<file path="src/design/xpu_pkg.sv">
// shared widths, register map and header/config types of the rx MAC helper core, compile first
`default_nettype none

package xpu_pkg;

    // bus and datapath widths
    localparam int WB_DATA_W  = 32;
    localparam int WB_ADR_W   = 6;
    localparam int WB_SEL_W   = WB_DATA_W / 8;
    localparam int TSF_W      = 64;
    localparam int MAC_W      = 48;
    localparam int FILT_CFG_W = 3;

    // 1 us tick derived from the core clock
    localparam int CLKS_PER_US = 100;
    localparam int TICK_CNT_W  = $clog2(CLKS_PER_US);

    // register word indices
    localparam logic [WB_ADR_W-1:0] REG_CTRL        = 6'd0;
    localparam logic [WB_ADR_W-1:0] REG_TSF_LOAD_LO = 6'd2;
    // write to this one fires the tsf load
    localparam logic [WB_ADR_W-1:0] REG_TSF_LOAD_HI = 6'd3;
    localparam logic [WB_ADR_W-1:0] REG_FILTER_CFG  = 6'd27;
    localparam logic [WB_ADR_W-1:0] REG_MAC_LO      = 6'd30;
    localparam logic [WB_ADR_W-1:0] REG_MAC_HI      = 6'd31;
    // read only
    localparam logic [WB_ADR_W-1:0] REG_TSF_RT_LO   = 6'd58;
    localparam logic [WB_ADR_W-1:0] REG_TSF_RT_HI   = 6'd59;
    localparam logic [WB_ADR_W-1:0] REG_GIT_REV     = 6'd63;

    // control and filter bit positions
    localparam int CTRL_RX_SOFT_RST = 0;
    localparam int FILT_PASS_ALL    = 0;
    localparam int FILT_PASS_BCAST  = 1;
    localparam int FILT_PASS_MGMT   = 2;

    // 802.11 frame type code
    localparam logic [1:0] FC_TYPE_MGMT = 2'd0;

    // header byte positions, each field little-endian
    localparam int HDR_FC_FIRST    = 0;
    localparam int HDR_FC_LAST     = 3;
    localparam int HDR_ADDR1_FIRST = 4;
    localparam int HDR_ADDR1_LAST  = 9;
    localparam int HDR_ADDR2_FIRST = 10;
    localparam int HDR_ADDR2_LAST  = 15;
    localparam int HDR_ADDR3_FIRST = 16;
    localparam int HDR_ADDR3_LAST  = 21;

    typedef logic [MAC_W-1:0] mac_addr_t;
    typedef logic [TSF_W-1:0] tsf_t;

    // frame control word plus duration, as received
    typedef struct packed {
        logic [15:0] duration;
        logic        order;
        logic        protected_frame;
        logic        more_data;
        logic        power_manage;
        logic        retry;
        logic        more_frag;
        logic        from_ds;
        logic        to_ds;
        logic [3:0]  subtype;
        logic [1:0]  ftype;
        logic [1:0]  version;
    } frame_ctl_t;

    // one demodulated byte with its position in the psdu
    typedef struct packed {
        logic [15:0] idx;
        logic [7:0]  data;
    } rx_byte_t;

    typedef struct packed {
        frame_ctl_t fc;
        mac_addr_t  addr1;
        mac_addr_t  addr2;
        mac_addr_t  addr3;
    } rx_hdr_t;

    typedef struct packed {
        logic fc;
        logic addr1;
        logic addr2;
        logic addr3;
    } rx_hdr_valid_t;

    // register contents fanned out to the stages
    typedef struct packed {
        logic                  rx_soft_rst;
        logic [FILT_CFG_W-1:0] filter_cfg;
        mac_addr_t             self_mac;
        tsf_t                  tsf_load_val;
        logic                  tsf_load;
    } xpu_cfg_t;

endpackage

`default_nettype wire

</file>
<file path="src/design/phy_rx_parse.sv">
// first rx stage, collects demodulated header bytes into frame control and addr1..addr3
`timescale 1ns/1ps
`default_nettype none

module phy_rx_parse (
    input  logic                   clk_i,
    input  logic                   arst_n_i,
    input  xpu_pkg::xpu_cfg_t      cfg_i,
    input  logic                   pkt_header_valid_strobe_i,
    input  logic                   byte_in_strobe_i,
    input  xpu_pkg::rx_byte_t      rx_byte_i,
    output xpu_pkg::rx_hdr_t       hdr_o,
    output xpu_pkg::rx_hdr_valid_t hdr_valid_o
);
    import xpu_pkg::*;

    // new frame or sw reset wipes the header
    logic       clr;
    // byte lane inside each field
    logic [2:0] lane_fc;
    logic [2:0] lane_a1;
    logic [2:0] lane_a2;
    logic [2:0] lane_a3;

    assign clr = pkt_header_valid_strobe_i | cfg_i.rx_soft_rst;

    assign lane_fc = 3'(rx_byte_i.idx - 16'(HDR_FC_FIRST));
    assign lane_a1 = 3'(rx_byte_i.idx - 16'(HDR_ADDR1_FIRST));
    assign lane_a2 = 3'(rx_byte_i.idx - 16'(HDR_ADDR2_FIRST));
    assign lane_a3 = 3'(rx_byte_i.idx - 16'(HDR_ADDR3_FIRST));

    always_ff @(posedge clk_i or negedge arst_n_i) begin
        if (!arst_n_i) begin
            hdr_o       <= '0;
            hdr_valid_o <= '0;
        end else if (clr) begin
            hdr_o       <= '0;
            hdr_valid_o <= '0;
        end else if (byte_in_strobe_i) begin
            // steer byte into its field, lsb first
            if (rx_byte_i.idx <= HDR_FC_LAST) begin
                hdr_o.fc[8*lane_fc +: 8] <= rx_byte_i.data;
            end else if (rx_byte_i.idx <= HDR_ADDR1_LAST) begin
                hdr_o.addr1[8*lane_a1 +: 8] <= rx_byte_i.data;
            end else if (rx_byte_i.idx <= HDR_ADDR2_LAST) begin
                hdr_o.addr2[8*lane_a2 +: 8] <= rx_byte_i.data;
            end else if (rx_byte_i.idx <= HDR_ADDR3_LAST) begin
                hdr_o.addr3[8*lane_a3 +: 8] <= rx_byte_i.data;
            end
            // sequence control and beyond are not kept

            // flags set on the last byte of each field
            if (rx_byte_i.idx == HDR_FC_LAST) begin
                hdr_valid_o.fc <= 1'b1;
            end
            if (rx_byte_i.idx == HDR_ADDR1_LAST) begin
                hdr_valid_o.addr1 <= 1'b1;
            end
            if (rx_byte_i.idx == HDR_ADDR2_LAST) begin
                hdr_valid_o.addr2 <= 1'b1;
            end
            if (rx_byte_i.idx == HDR_ADDR3_LAST) begin
                hdr_valid_o.addr3 <= 1'b1;
            end
        end
    end

endmodule

`default_nettype wire

</file>
<file path="src/design/pkt_filter.sv">
// second rx stage, decides whether the frame is kept away from dma once addr1 is known
`timescale 1ns/1ps
`default_nettype none

module pkt_filter (
    input  logic                   clk_i,
    input  logic                   arst_n_i,
    input  xpu_pkg::xpu_cfg_t      cfg_i,
    input  logic                   pkt_header_valid_strobe_i,
    input  xpu_pkg::rx_hdr_t       hdr_i,
    input  xpu_pkg::rx_hdr_valid_t hdr_valid_i,
    output logic                   block_rx_dma_o,
    output logic                   block_rx_dma_valid_o
);
    import xpu_pkg::*;

    logic clr;
    // previous addr1 flag, for edge detect
    logic addr1_vld_q;
    logic addr1_rise;
    logic is_self;
    logic is_bcast;
    logic is_mgmt;
    logic pass;

    assign clr        = pkt_header_valid_strobe_i | cfg_i.rx_soft_rst;
    assign addr1_rise = hdr_valid_i.addr1 & ~addr1_vld_q;

    // match terms
    assign is_self  = (hdr_i.addr1 == cfg_i.self_mac);
    assign is_bcast = &hdr_i.addr1;
    // fc is already valid by the time addr1 completes
    assign is_mgmt  = (hdr_i.fc.ftype == FC_TYPE_MGMT);

    assign pass = cfg_i.filter_cfg[FILT_PASS_ALL]
                | is_self
                | (is_bcast & cfg_i.filter_cfg[FILT_PASS_BCAST])
                | (is_mgmt & cfg_i.filter_cfg[FILT_PASS_MGMT]);

    always_ff @(posedge clk_i or negedge arst_n_i) begin
        if (!arst_n_i) begin
            addr1_vld_q          <= 1'b0;
            block_rx_dma_o       <= 1'b0;
            block_rx_dma_valid_o <= 1'b0;
        end else if (clr) begin
            addr1_vld_q          <= 1'b0;
            block_rx_dma_o       <= 1'b0;
            block_rx_dma_valid_o <= 1'b0;
        end else begin
            addr1_vld_q <= hdr_valid_i.addr1;
            // decision held until next frame
            if (addr1_rise) begin
                block_rx_dma_o       <= ~pass;
                block_rx_dma_valid_o <= 1'b1;
            end
        end
    end

endmodule

`default_nettype wire

</file>
<file path="src/design/tsf_timer.sv">
// 64-bit tsf counter advancing on a 1 us tick, loadable from the register file
`timescale 1ns/1ps
`default_nettype none

module tsf_timer (
    input  logic              clk_i,
    input  logic              arst_n_i,
    input  xpu_pkg::xpu_cfg_t cfg_i,
    output xpu_pkg::tsf_t     tsf_runtime_val_o,
    output logic              tsf_pulse_1m_o
);
    import xpu_pkg::*;

    // clock divider for the microsecond tick
    logic [TICK_CNT_W-1:0] div_cnt;
    logic                  div_wrap;

    assign div_wrap = (div_cnt == TICK_CNT_W'(CLKS_PER_US - 1));

    always_ff @(posedge clk_i or negedge arst_n_i) begin
        if (!arst_n_i) begin
            div_cnt           <= '0;
            tsf_pulse_1m_o    <= 1'b0;
            tsf_runtime_val_o <= '0;
        end else if (cfg_i.tsf_load) begin
            // load restarts the tick phase too
            div_cnt           <= '0;
            tsf_pulse_1m_o    <= 1'b0;
            tsf_runtime_val_o <= cfg_i.tsf_load_val;
        end else begin
            if (div_wrap) begin
                div_cnt        <= '0;
                tsf_pulse_1m_o <= 1'b1;
            end else begin
                div_cnt        <= div_cnt + 1'b1;
                tsf_pulse_1m_o <= 1'b0;
            end
            // count follows the pulse by one edge
            if (tsf_pulse_1m_o) begin
                tsf_runtime_val_o <= tsf_runtime_val_o + 1'b1;
            end
        end
    end

endmodule

`default_nettype wire

</file>
<file path="src/design/xpu_top.sv">
// rx MAC helper top, wires register file and tsf timer beside the parse/filter pipeline
`timescale 1ns/1ps
`default_nettype none

module xpu_top (
    input  logic                           clk_i,
    input  logic                           arst_n_i,
    // wishbone slave
    input  logic                           wb_cyc_i,
    input  logic                           wb_stb_i,
    input  logic                           wb_we_i,
    input  logic [xpu_pkg::WB_ADR_W-1:0]   wb_adr_i,
    input  logic [xpu_pkg::WB_DATA_W-1:0]  wb_dat_i,
    input  logic [xpu_pkg::WB_SEL_W-1:0]   wb_sel_i,
    output logic [xpu_pkg::WB_DATA_W-1:0]  wb_dat_o,
    output logic                           wb_ack_o,
    input  logic [xpu_pkg::WB_DATA_W-1:0]  git_rev_i,
    // from the demodulator
    input  logic                           pkt_header_valid_strobe_i,
    input  logic                           byte_in_strobe_i,
    input  xpu_pkg::rx_byte_t              rx_byte_i,
    // status out
    output xpu_pkg::tsf_t                  tsf_runtime_val_o,
    output logic                           tsf_pulse_1m_o,
    output xpu_pkg::mac_addr_t             mac_addr_o,
    output xpu_pkg::rx_hdr_t               hdr_o,
    output xpu_pkg::rx_hdr_valid_t         hdr_valid_o,
    output logic                           block_rx_dma_o,
    output logic                           block_rx_dma_valid_o
);
    import xpu_pkg::*;

    // register contents to all stages
    xpu_cfg_t cfg;

    assign mac_addr_o = cfg.self_mac;

    xpu_wb_regs u_xpu_wb_regs (
        .clk_i             (clk_i),
        .arst_n_i          (arst_n_i),
        .wb_cyc_i          (wb_cyc_i),
        .wb_stb_i          (wb_stb_i),
        .wb_we_i           (wb_we_i),
        .wb_adr_i          (wb_adr_i),
        .wb_dat_i          (wb_dat_i),
        .wb_sel_i          (wb_sel_i),
        .tsf_runtime_val_i (tsf_runtime_val_o),
        .git_rev_i         (git_rev_i),
        .wb_dat_o          (wb_dat_o),
        .wb_ack_o          (wb_ack_o),
        .cfg_o             (cfg)
    );

    tsf_timer u_tsf_timer (
        .clk_i             (clk_i),
        .arst_n_i          (arst_n_i),
        .cfg_i             (cfg),
        .tsf_runtime_val_o (tsf_runtime_val_o),
        .tsf_pulse_1m_o    (tsf_pulse_1m_o)
    );

    // rx pipeline, parse then filter
    phy_rx_parse u_phy_rx_parse (
        .clk_i                     (clk_i),
        .arst_n_i                  (arst_n_i),
        .cfg_i                     (cfg),
        .pkt_header_valid_strobe_i (pkt_header_valid_strobe_i),
        .byte_in_strobe_i          (byte_in_strobe_i),
        .rx_byte_i                 (rx_byte_i),
        .hdr_o                     (hdr_o),
        .hdr_valid_o               (hdr_valid_o)
    );

    pkt_filter u_pkt_filter (
        .clk_i                     (clk_i),
        .arst_n_i                  (arst_n_i),
        .cfg_i                     (cfg),
        .pkt_header_valid_strobe_i (pkt_header_valid_strobe_i),
        .hdr_i                     (hdr_o),
        .hdr_valid_i               (hdr_valid_o),
        .block_rx_dma_o            (block_rx_dma_o),
        .block_rx_dma_valid_o      (block_rx_dma_valid_o)
    );

endmodule

`default_nettype wire

</file>
<file path="src/design/xpu_wb_regs.sv">
// wishbone classic register file, drives the config struct and muxes tsf/revision read-back
`timescale 1ns/1ps
`default_nettype none

module xpu_wb_regs (
    input  logic                           clk_i,
    input  logic                           arst_n_i,
    input  logic                           wb_cyc_i,
    input  logic                           wb_stb_i,
    input  logic                           wb_we_i,
    input  logic [xpu_pkg::WB_ADR_W-1:0]   wb_adr_i,
    input  logic [xpu_pkg::WB_DATA_W-1:0]  wb_dat_i,
    input  logic [xpu_pkg::WB_SEL_W-1:0]   wb_sel_i,
    input  xpu_pkg::tsf_t                  tsf_runtime_val_i,
    input  logic [xpu_pkg::WB_DATA_W-1:0]  git_rev_i,
    output logic [xpu_pkg::WB_DATA_W-1:0]  wb_dat_o,
    output logic                           wb_ack_o,
    output xpu_pkg::xpu_cfg_t              cfg_o
);
    import xpu_pkg::*;

    // new request, not yet acked
    logic                 wb_req;
    logic                 wb_wr;
    logic [WB_DATA_W-1:0] rd_data;

    logic [WB_DATA_W-1:0] ctrl_q;
    logic [WB_DATA_W-1:0] tsf_load_lo_q;
    logic [WB_DATA_W-1:0] tsf_load_hi_q;
    logic [WB_DATA_W-1:0] filter_cfg_q;
    logic [WB_DATA_W-1:0] mac_lo_q;
    logic [WB_DATA_W-1:0] mac_hi_q;
    logic                 tsf_load_q;

    // only lanes with sel set take the new byte
    function automatic logic [WB_DATA_W-1:0] sel_merge(
        input logic [WB_DATA_W-1:0] cur,
        input logic [WB_DATA_W-1:0] nxt,
        input logic [WB_SEL_W-1:0]  sel
    );
        logic [WB_DATA_W-1:0] res;
        res = cur;
        for (int b = 0; b < WB_SEL_W; b++) begin
            if (sel[b]) begin
                res[8*b +: 8] = nxt[8*b +: 8];
            end
        end
        return res;
    endfunction

    assign wb_req = wb_cyc_i & wb_stb_i & ~wb_ack_o;
    assign wb_wr  = wb_req & wb_we_i;

    // ack one cycle after the request is seen, write on the same edge
    always_ff @(posedge clk_i or negedge arst_n_i) begin
        if (!arst_n_i) begin
            wb_ack_o      <= 1'b0;
            tsf_load_q    <= 1'b0;
            ctrl_q        <= '0;
            tsf_load_lo_q <= '0;
            tsf_load_hi_q <= '0;
            filter_cfg_q  <= '0;
            mac_lo_q      <= '0;
            mac_hi_q      <= '0;
        end else begin
            wb_ack_o   <= wb_req;
            // strobe lands in the cycle after the hi word write
            tsf_load_q <= wb_wr && (wb_adr_i == REG_TSF_LOAD_HI);
            if (wb_wr) begin
                case (wb_adr_i)
                    REG_CTRL:        ctrl_q <= sel_merge(ctrl_q, wb_dat_i, wb_sel_i);
                    REG_TSF_LOAD_LO: tsf_load_lo_q <= sel_merge(tsf_load_lo_q, wb_dat_i, wb_sel_i);
                    REG_TSF_LOAD_HI: tsf_load_hi_q <= sel_merge(tsf_load_hi_q, wb_dat_i, wb_sel_i);
                    REG_FILTER_CFG:  filter_cfg_q <= sel_merge(filter_cfg_q, wb_dat_i, wb_sel_i);
                    REG_MAC_LO:      mac_lo_q <= sel_merge(mac_lo_q, wb_dat_i, wb_sel_i);
                    REG_MAC_HI:      mac_hi_q <= sel_merge(mac_hi_q, wb_dat_i, wb_sel_i);
                    // read only and unmapped words drop the write
                    default: ;
                endcase
            end
        end
    end

    // read-back mux, unmapped reads give zero
    always_comb begin
        case (wb_adr_i)
            REG_CTRL:        rd_data = ctrl_q;
            REG_TSF_LOAD_LO: rd_data = tsf_load_lo_q;
            REG_TSF_LOAD_HI: rd_data = tsf_load_hi_q;
            REG_FILTER_CFG:  rd_data = filter_cfg_q;
            REG_MAC_LO:      rd_data = mac_lo_q;
            REG_MAC_HI:      rd_data = mac_hi_q;
            REG_TSF_RT_LO:   rd_data = tsf_runtime_val_i[WB_DATA_W-1:0];
            REG_TSF_RT_HI:   rd_data = tsf_runtime_val_i[TSF_W-1:WB_DATA_W];
            REG_GIT_REV:     rd_data = git_rev_i;
            default:         rd_data = '0;
        endcase
    end

    // read data held for the ack cycle
    always_ff @(posedge clk_i) begin
        if (wb_req) begin
            wb_dat_o <= rd_data;
        end
    end

    always_comb begin
        cfg_o.rx_soft_rst  = ctrl_q[CTRL_RX_SOFT_RST];
        cfg_o.filter_cfg   = filter_cfg_q[FILT_CFG_W-1:0];
        // only low half of the hi word carries address bits
        cfg_o.self_mac     = {mac_hi_q[MAC_W-WB_DATA_W-1:0], mac_lo_q};
        cfg_o.tsf_load_val = {tsf_load_hi_q, tsf_load_lo_q};
        cfg_o.tsf_load     = tsf_load_q;
    end

endmodule

`default_nettype wire

</file>
<file path="config.mk">
export PLATFORM = sky130hd
export DESIGN_NAME = xpu_top
export DESIGN_NICKNAME = d
export VERILOG_FILES = /design/src/design/xpu_pkg.sv /design/src/design/phy_rx_parse.sv /design/src/design/pkt_filter.sv /design/src/design/tsf_timer.sv /design/src/design/xpu_top.sv /design/src/design/xpu_wb_regs.sv
export SDC_FILE = /design/constraint.sdc
export NUM_CORES = 1
export LEC_CHECK = 0
export BUFFER_PORTS_ARGS = -buffer_cell sky130_fd_sc_hd__buf_2
export CAP_MARGIN = 30
export CORE_ASPECT_RATIO = 1.75
export CORE_UTILIZATION = 60
export DETAILED_ROUTE_END_ITERATION = 6
export GPL_TIMING_DRIVEN = 0
export MAX_ROUTING_LAYER = met4
export PLACE_DENSITY = 0.82
export SLEW_MARGIN = 15
export SYNTH_ARGS = -nofsm -noshare
export SYNTH_HDL_FRONTEND = slang
export SYNTH_SLANG_ARGS = --single-unit
</file>
<file path="constraint.sdc">
create_clock -name clk_i -period 5.1 [get_ports clk_i]
set_input_delay 0.255 -clock clk_i [delete_from_list [all_inputs] [get_ports clk_i]]
set_output_delay 0.255 -clock clk_i [all_outputs]
set_load 0.01 [all_outputs]
</file>
# After elaboration in Yosys (flattened, before gate mapping)
# Cells that the tools add are included.
dict set report op_classes {
  add_sub_neg 9
  n_lt_le_gt_ge 4
  n_eq_ne 17
  n_shift 8
  mux 31
  bitwise 13
  reduce_logical 47
}
# operator n
set op_table {}
lappend op_table {{176-bit two-way mux} 2}
lappend op_table {{32-bit one-hot mux with 9 select lines} 1}
lappend op_table {{48-bit two-way mux} 4}
lappend op_table {{48-bit bitwise mux} 3}
lappend op_table {{144-bit two-way mux} 1}
lappend op_table {{8-bit by 34-bit variable shift with 48-bit output (first input constant)} 3}
lappend op_table {{8-bit by 34-bit indexed part select with 48-bit output} 3}
lappend op_table {{6-bit negation with 34-bit output} 4}
lappend op_table {{64-bit two-way mux} 2}
lappend op_table {{96-bit two-way mux} 1}
lappend op_table {{3-bit AND reduction} 25}
lappend op_table {{64-bit by 1-bit adder with 64-bit output (second input constant)} 1}
lappend op_table {{48-bit == test} 1}
lappend op_table {{48-bit AND reduction} 1}
lappend op_table {{8-bit by 34-bit variable shift with 32-bit output (first input constant)} 1}
lappend op_table {{8-bit by 34-bit indexed part select with 32-bit output} 1}
lappend op_table {{32-bit bitwise mux} 1}
lappend op_table {{16-bit by 4-bit == test with 1-bit output (second input constant)} 2}
lappend op_table {{16-bit by 4-bit less-or-equal comparator with 1-bit output (second input constant)} 2}
lappend op_table {{32-bit two-way mux} 1}
lappend op_table {{2-bit nonzero test} 11}
lappend op_table {{6-bit by 5-bit == test with 1-bit output (second input constant)} 3}
lappend op_table {{6-bit == test (second input constant)} 3}
lappend op_table {{16-bit by 2-bit == test with 1-bit output (second input constant)} 1}
lappend op_table {{other kinds (22)} 51}
dict set report totals {
  regBits 481
  inputBits 105
}

# Depth between registers and ports, before layout
dict set report depth {
  depth_word 10
  ltp_mapped 10
}

# Modules after synthesis
# From an unflattened synthesis, not the netlist that was laid out.
dict set report unflattened {
  hier_cells 2129
  hier_area_um2 23921.7
}
# mod n_inst cells_per_inst area_per_inst_um2 seq_area_each_um2
set by_module_without_submodules {}
lappend by_module_without_submodules {xpu_wb_regs 1 728 10395.0 5815.6}
lappend by_module_without_submodules {phy_rx_parse 1 794 8430.6 4504.3}
lappend by_module_without_submodules {tsf_timer 1 511 4341.7 1801.7}
lappend by_module_without_submodules {pkt_filter 1 96 754.5 75.1}

# Least setup slack after synthesis
# Ideal clock, no wire load.
dict set report synth_path {
  kind {input-to-reg}
  startpoint {input rx_byte_i[8] in the netlist's numbering}
  endpoint {register u_phy_rx_parse.hdr_o[128] (netlist name)}
  setup_time_ns 0.132
  t_arrival_ns 2.565
  setup_slack_ns 2.403
  cell_stages 9
  n_path_buf 1
  cell_sequence {clkbuf_1 -> inv_1 -> ha_1 -> ha_1 -> or2_2 -> or3_1 -> nor4_4 -> mux2i_1 -> nor2_1}
}
dict set report synth_between {
  elab_chain_len 8
  elab_cells_between_ends 14
  classes_between {add/sub (2); order compare (2); eq/ne (1); shift (2); mux (5); reduce/logical (2)}
}
# element line_no
set synth_lines {}
lappend synth_lines {{start, declared} xpu_top.sv:21} ;# input xpu_pkg::rx_byte_t rx_byte_i,
lappend synth_lines {{3-bit subtractor} phy_rx_parse.sv:28} ;# assign lane_a1 = 3'(rx_byte_i.idx - 16'(HDR_ADDR1_FIRST));
lappend synth_lines {{6-bit negation with 34-bit output} phy_rx_parse.sv:44} ;# hdr_o.addr1[8*lane_a1 +: 8] <= rx_byte_i.data;
lappend synth_lines {{8-bit by 34-bit indexed part select with 48-bit output / 8-bit by 34-bit variable shift with 48-bit output (equally long branches)} phy_rx_parse.sv:44}
lappend synth_lines {{48-bit bitwise mux} phy_rx_parse.sv:44}
lappend synth_lines {{48-bit two-way mux} phy_rx_parse.sv:43} ;# end else if (rx_byte_i.idx <= HDR_ADDR1_LAST) begin
lappend synth_lines {{144-bit two-way mux} phy_rx_parse.sv:41} ;# if (rx_byte_i.idx <= HDR_FC_LAST) begin
lappend synth_lines {{176-bit two-way mux} phy_rx_parse.sv:39} ;# end else if (byte_in_strobe_i) begin
lappend synth_lines {{176-bit two-way mux} phy_rx_parse.sv:36} ;# end else if (clr) begin
# Parallel ways exist; a longest one is shown, timed or not. The select of a mux whose other input is x is not followed.
# A chain may end at the register's enable or synchronous reset.

# Worst setup path in the final report
dict set report layout_path {
  startpoint {input rx_byte_i[8] in the netlist's numbering}
  endpoint {register u_phy_rx_parse.hdr_o[129] (netlist name)}
}
dict set report layout_between {
  elab_chain_len 8
  elab_cells_between_ends 14
  classes_between {add/sub (2); order compare (2); eq/ne (1); shift (2); mux (5); reduce/logical (2)}
}
# element line_no
set layout_lines {}
lappend layout_lines {{3-bit subtractor} phy_rx_parse.sv:28}
lappend layout_lines {{6-bit negation with 34-bit output} phy_rx_parse.sv:44}
lappend layout_lines {{8-bit by 34-bit indexed part select with 48-bit output / 8-bit by 34-bit variable shift with 48-bit output (equally long branches)} phy_rx_parse.sv:44}
lappend layout_lines {{48-bit bitwise mux} phy_rx_parse.sv:44}
lappend layout_lines {{48-bit two-way mux} phy_rx_parse.sv:43}
lappend layout_lines {{144-bit two-way mux} phy_rx_parse.sv:41}
lappend layout_lines {{176-bit two-way mux} phy_rx_parse.sv:39}
lappend layout_lines {{176-bit two-way mux} phy_rx_parse.sv:36}
# Parallel ways exist; a longest one is shown, timed or not. The select of a mux whose other input is x is not followed.

==> qor.txt <==
run status = finished clean
core area = 37800 um2
via/cell ratio = 6.62
I/O Pins = 433
root cell of the clock tree = clkbuf_16
critical path's slowest cell = nor4_4
Worst path most repeated cell = ha_1
Hold Crit Class = input port to flop
routed length per placed instance = 30.6 um
largest net degree at the start of global routing = 107
syn_nets = 2143
cell with the most instances after synthesis = dfrtp_1
TritonCTS clock tree = built
worst-skew pair later-pin latency = 580 ps
final instance area = 27900 um2
first-pass GRT wire length = 134000 um
clock sink count = 481
Worst setup SP type = input port
final max-slew violation count = 0
H-Tree Depth = 2
NumNets Final = 2660
grt ovf = 0
Area contributors post-synth = dfrtp_1 (49%), mux2_2 (10%), mux2i_1 (4.6%)
worst slew pin tran = 1110 ps
Mean Syn Cell Area = 11.4 um2
DP Area = 26000 um2
Worst Path Buf+Inv = 3
Clk pin slew, worst setup/hold paths = 70 ps
sequential-to-total area share from yosys stat = 0.528
pwr/cell area = 296 nW/um2
YS warnings = 0
Clock Skews = 18.0 ps
CTS Buf Count = 45
gr usage total = 0.496
Die W = 150 um
CP endpoint kind = flop
# fillers = 2705
ys flop type = dfrtp_1
CP Cell Sequence = buf_2 > clkbuf_1 > inv_1 > ha_1 > ha_1 > or2_2 > or3_1 > nor4_4 > mux2i_1 > nor2_1
final wirelength = 93700 um
Setup violations, final = 0
DR DRC count = 0
post-layout min period = 3050 ps
critical path's top delay family = simple AND/OR/NAND/NOR gates
Antenna Nets Post-Route = 0
crit share post-route = 0.597
Unique masters post-synth = 67
Synth area leader = dfrtp_1
max-capacitance violation count = 0
layout cells sized above 1 = 0.321
IO Port Bufs = 429
number of flops mapped to enable cells by yosys = 32
Synth Register Bits = 481
cts-stage hold buffer count = 20
maximum vdd drop = 362 uV
first-pass iteration count of the detailed router = 6
gpl congestion = 1.05
top cell type's share of synthesized area = 0.486
num rows = 94
antenna violations before repair = 1
FFs w/ async S/R, synth = 0.933
unrepaired setup endpoints after global routing = no
total die area = 39300 um2
Fmax achieved = 328 MHz
Leakage Power = 13.8 nW
vias in the first global route = 21000
chip height = 262 um
Post-synth top cells = dfrtp_1 (449), mux2_2 (206), nor2_1 (172)
Worst slew margin = 0.259
Arr. time, crit path = 3480 ps
final hold viol count = 0
largest stage delay on the critical path = 610 ps
# Post-CTS Setup Buffers = 0
Post-Synthesis Cells = 2025
WS Path Type = input port to flop
Crit Path Max Fanout = 10
DRT iter0 DRCs = 1721
CTS Buffer Depth = 3
Syn Std Cell Area = 23100 um2
effective utilization at floorplan = 0.612
Vias = 20300
Post-Route Setup TNS = 0 ps
DPL Wire Length = 70400 um
Syn-to-layout area delta = 20.7%
WP data required = 5530 ps
post-cts sizing count = 0
## worst paths after layout
check / slack [ps] / startpoint / to / cells after the start
worst max register to register: 2190 / u_tsf_timer.tsf_runtime_val_o[7] / u_tsf_timer.tsf_runtime_val_o[45] / 6
min in group asynchronous: 260 / arst_n_i / u_xpu_wb_regs.mac_hi_q[30] / 2
worst min-delay path: 10 / wb_dat_i[5] / u_xpu_wb_regs.mac_hi_q[5] / 2
max in group asynchronous: 3500 / arst_n_i / u_phy_rx_parse.hdr_o[27] / 4
worst min register to register: 470 / u_tsf_timer.div_cnt[0] / u_tsf_timer.div_cnt[0] / 1
worst max-delay path: 2050 / rx_byte_i[8] / u_phy_rx_parse.hdr_o[129] / 10
## cells in the final DEF, fill, tap and decap left out, types with 11 or more instances in the layout
master / count
mux2i_1: 106
inv_1: 20
a221oi_1: 32
a31oi_1: 24
o21ai_0: 72
a22oi_1: 59
a222oi_1: 20
buf_2: 440
dfrtp_1: 449
nand3_1: 83
clkbuf_16: 48
dlygate4sd3_1: 20
o31ai_1: 11
edfxtp_1: 32
buf_4: 56
a22o_1: 45
xnor2_1: 77
nand4_1: 54
or4_1: 12
nor4_1: 25
nor3_1: 13
xor2_1: 16
clkbuf_1: 87
mux2_2: 206
a21oi_1: 12
nor2_1: 171
or3_1: 19
nand2_1: 142
nor2b_1: 13
ha_1: 13
and3_1: 25
and2_1: 32
## final cells by class
| type | count | area [um2] | share of cell area |
|---|---|---|---|
| diodes | 3 | 7.51 | 0.000269 |
| plain buffers | 148 | 781 | 0.0280 |
| clock buffers | 63 | 1320 | 0.0473 |
| clock inverters | 18 | 211 | 0.00758 |
| inverters | 21 | 78.8 | 0.00283 |
| multi-input cells | 1375 | 10100 | 0.361 |
| flip-flops and latches | 481 | 12200 | 0.437 |
| well taps | 480 | 601 | 0.0215 |
| repair buffers | 470 | 2640 | 0.0946 |
## sequential cells by signal, summed over array words and instances, names as in the netlist
| name | cells |
|---|---|
| u_xpu_wb_regs.tsf_load_q | 1 |
| u_phy_rx_parse.hdr_valid_o | 4 |
| u_xpu_wb_regs.wb_ack_o | 1 |
| u_pkt_filter.block_rx_dma_valid_o | 1 |
| u_xpu_wb_regs.tsf_load_lo_q | 32 |
| u_xpu_wb_regs.filter_cfg_q | 32 |
| u_tsf_timer.div_cnt | 7 |
| u_xpu_wb_regs.mac_lo_q | 32 |
| u_phy_rx_parse.hdr_o | 176 |
| u_tsf_timer.tsf_runtime_val_o | 64 |
| u_xpu_wb_regs.ctrl_q | 32 |
| u_xpu_wb_regs.tsf_load_hi_q | 32 |
| u_pkt_filter.addr1_vld_q | 1 |
| u_pkt_filter.block_rx_dma_o | 1 |
| u_tsf_timer.tsf_pulse_1m_o | 1 |
| u_xpu_wb_regs.wb_dat_o | 32 |
| u_xpu_wb_regs.mac_hi_q | 32 |
## power by group
part / internal, mW / total [mW] / switching (mW)
Clock: 2.02 / 3.56 / 1.54
Combinational: 0.224 / 0.647 / 0.423
Sequential: 3.93 / 4.04 / 0.106
Total: 6.18 / 8.25 / 2.07
## metrics by stage
step	util	setup slack, ps	total power, mW	cells	hold slack (ps)
CTS	0.735	2100	8.22	3045	0.198
finish	0.739	2050	8.25	3059	13.6
floorplan	-	2400	4.36	2025	-40.6
global route	0.738	2010	8.42	3057	12.9
detailed placement	0.690	1520	4.72	2944	279
global placement	0.685	-4890	4.68	2934	443
## cells by family after synthesis
| family | count (synthesis) | synth area share |
|---|---|---|
| flip-flops | 481 | 0.528 |
| buffers and inverters | 169 | 0.0372 |
| adder cells (fa/ha/maj) | 13 | 0.00704 |
| XOR/XNOR | 93 | 0.0353 |
| AND/OR/NAND/NOR | 649 | 0.148 |
| AO/OA/AOI/OAI | 307 | 0.0974 |
| multiplexers | 313 | 0.147 |
## per-layer routing
| metal | GRT usage | vias to the layer above | share of wire |
|---|---|---|---|
| li1 | - | 8447 | - |
| met1 | 0.470 | 9951 | 0.31 |
| met2 | 0.794 | 1353 | 0.49 |
| met3 | 0.125 | 513 | 0.091 |
| met4 | 0.502 | 0 | 0.12 |
| met5 | - | - | 0 |
(Power assumes the default switching activity.)
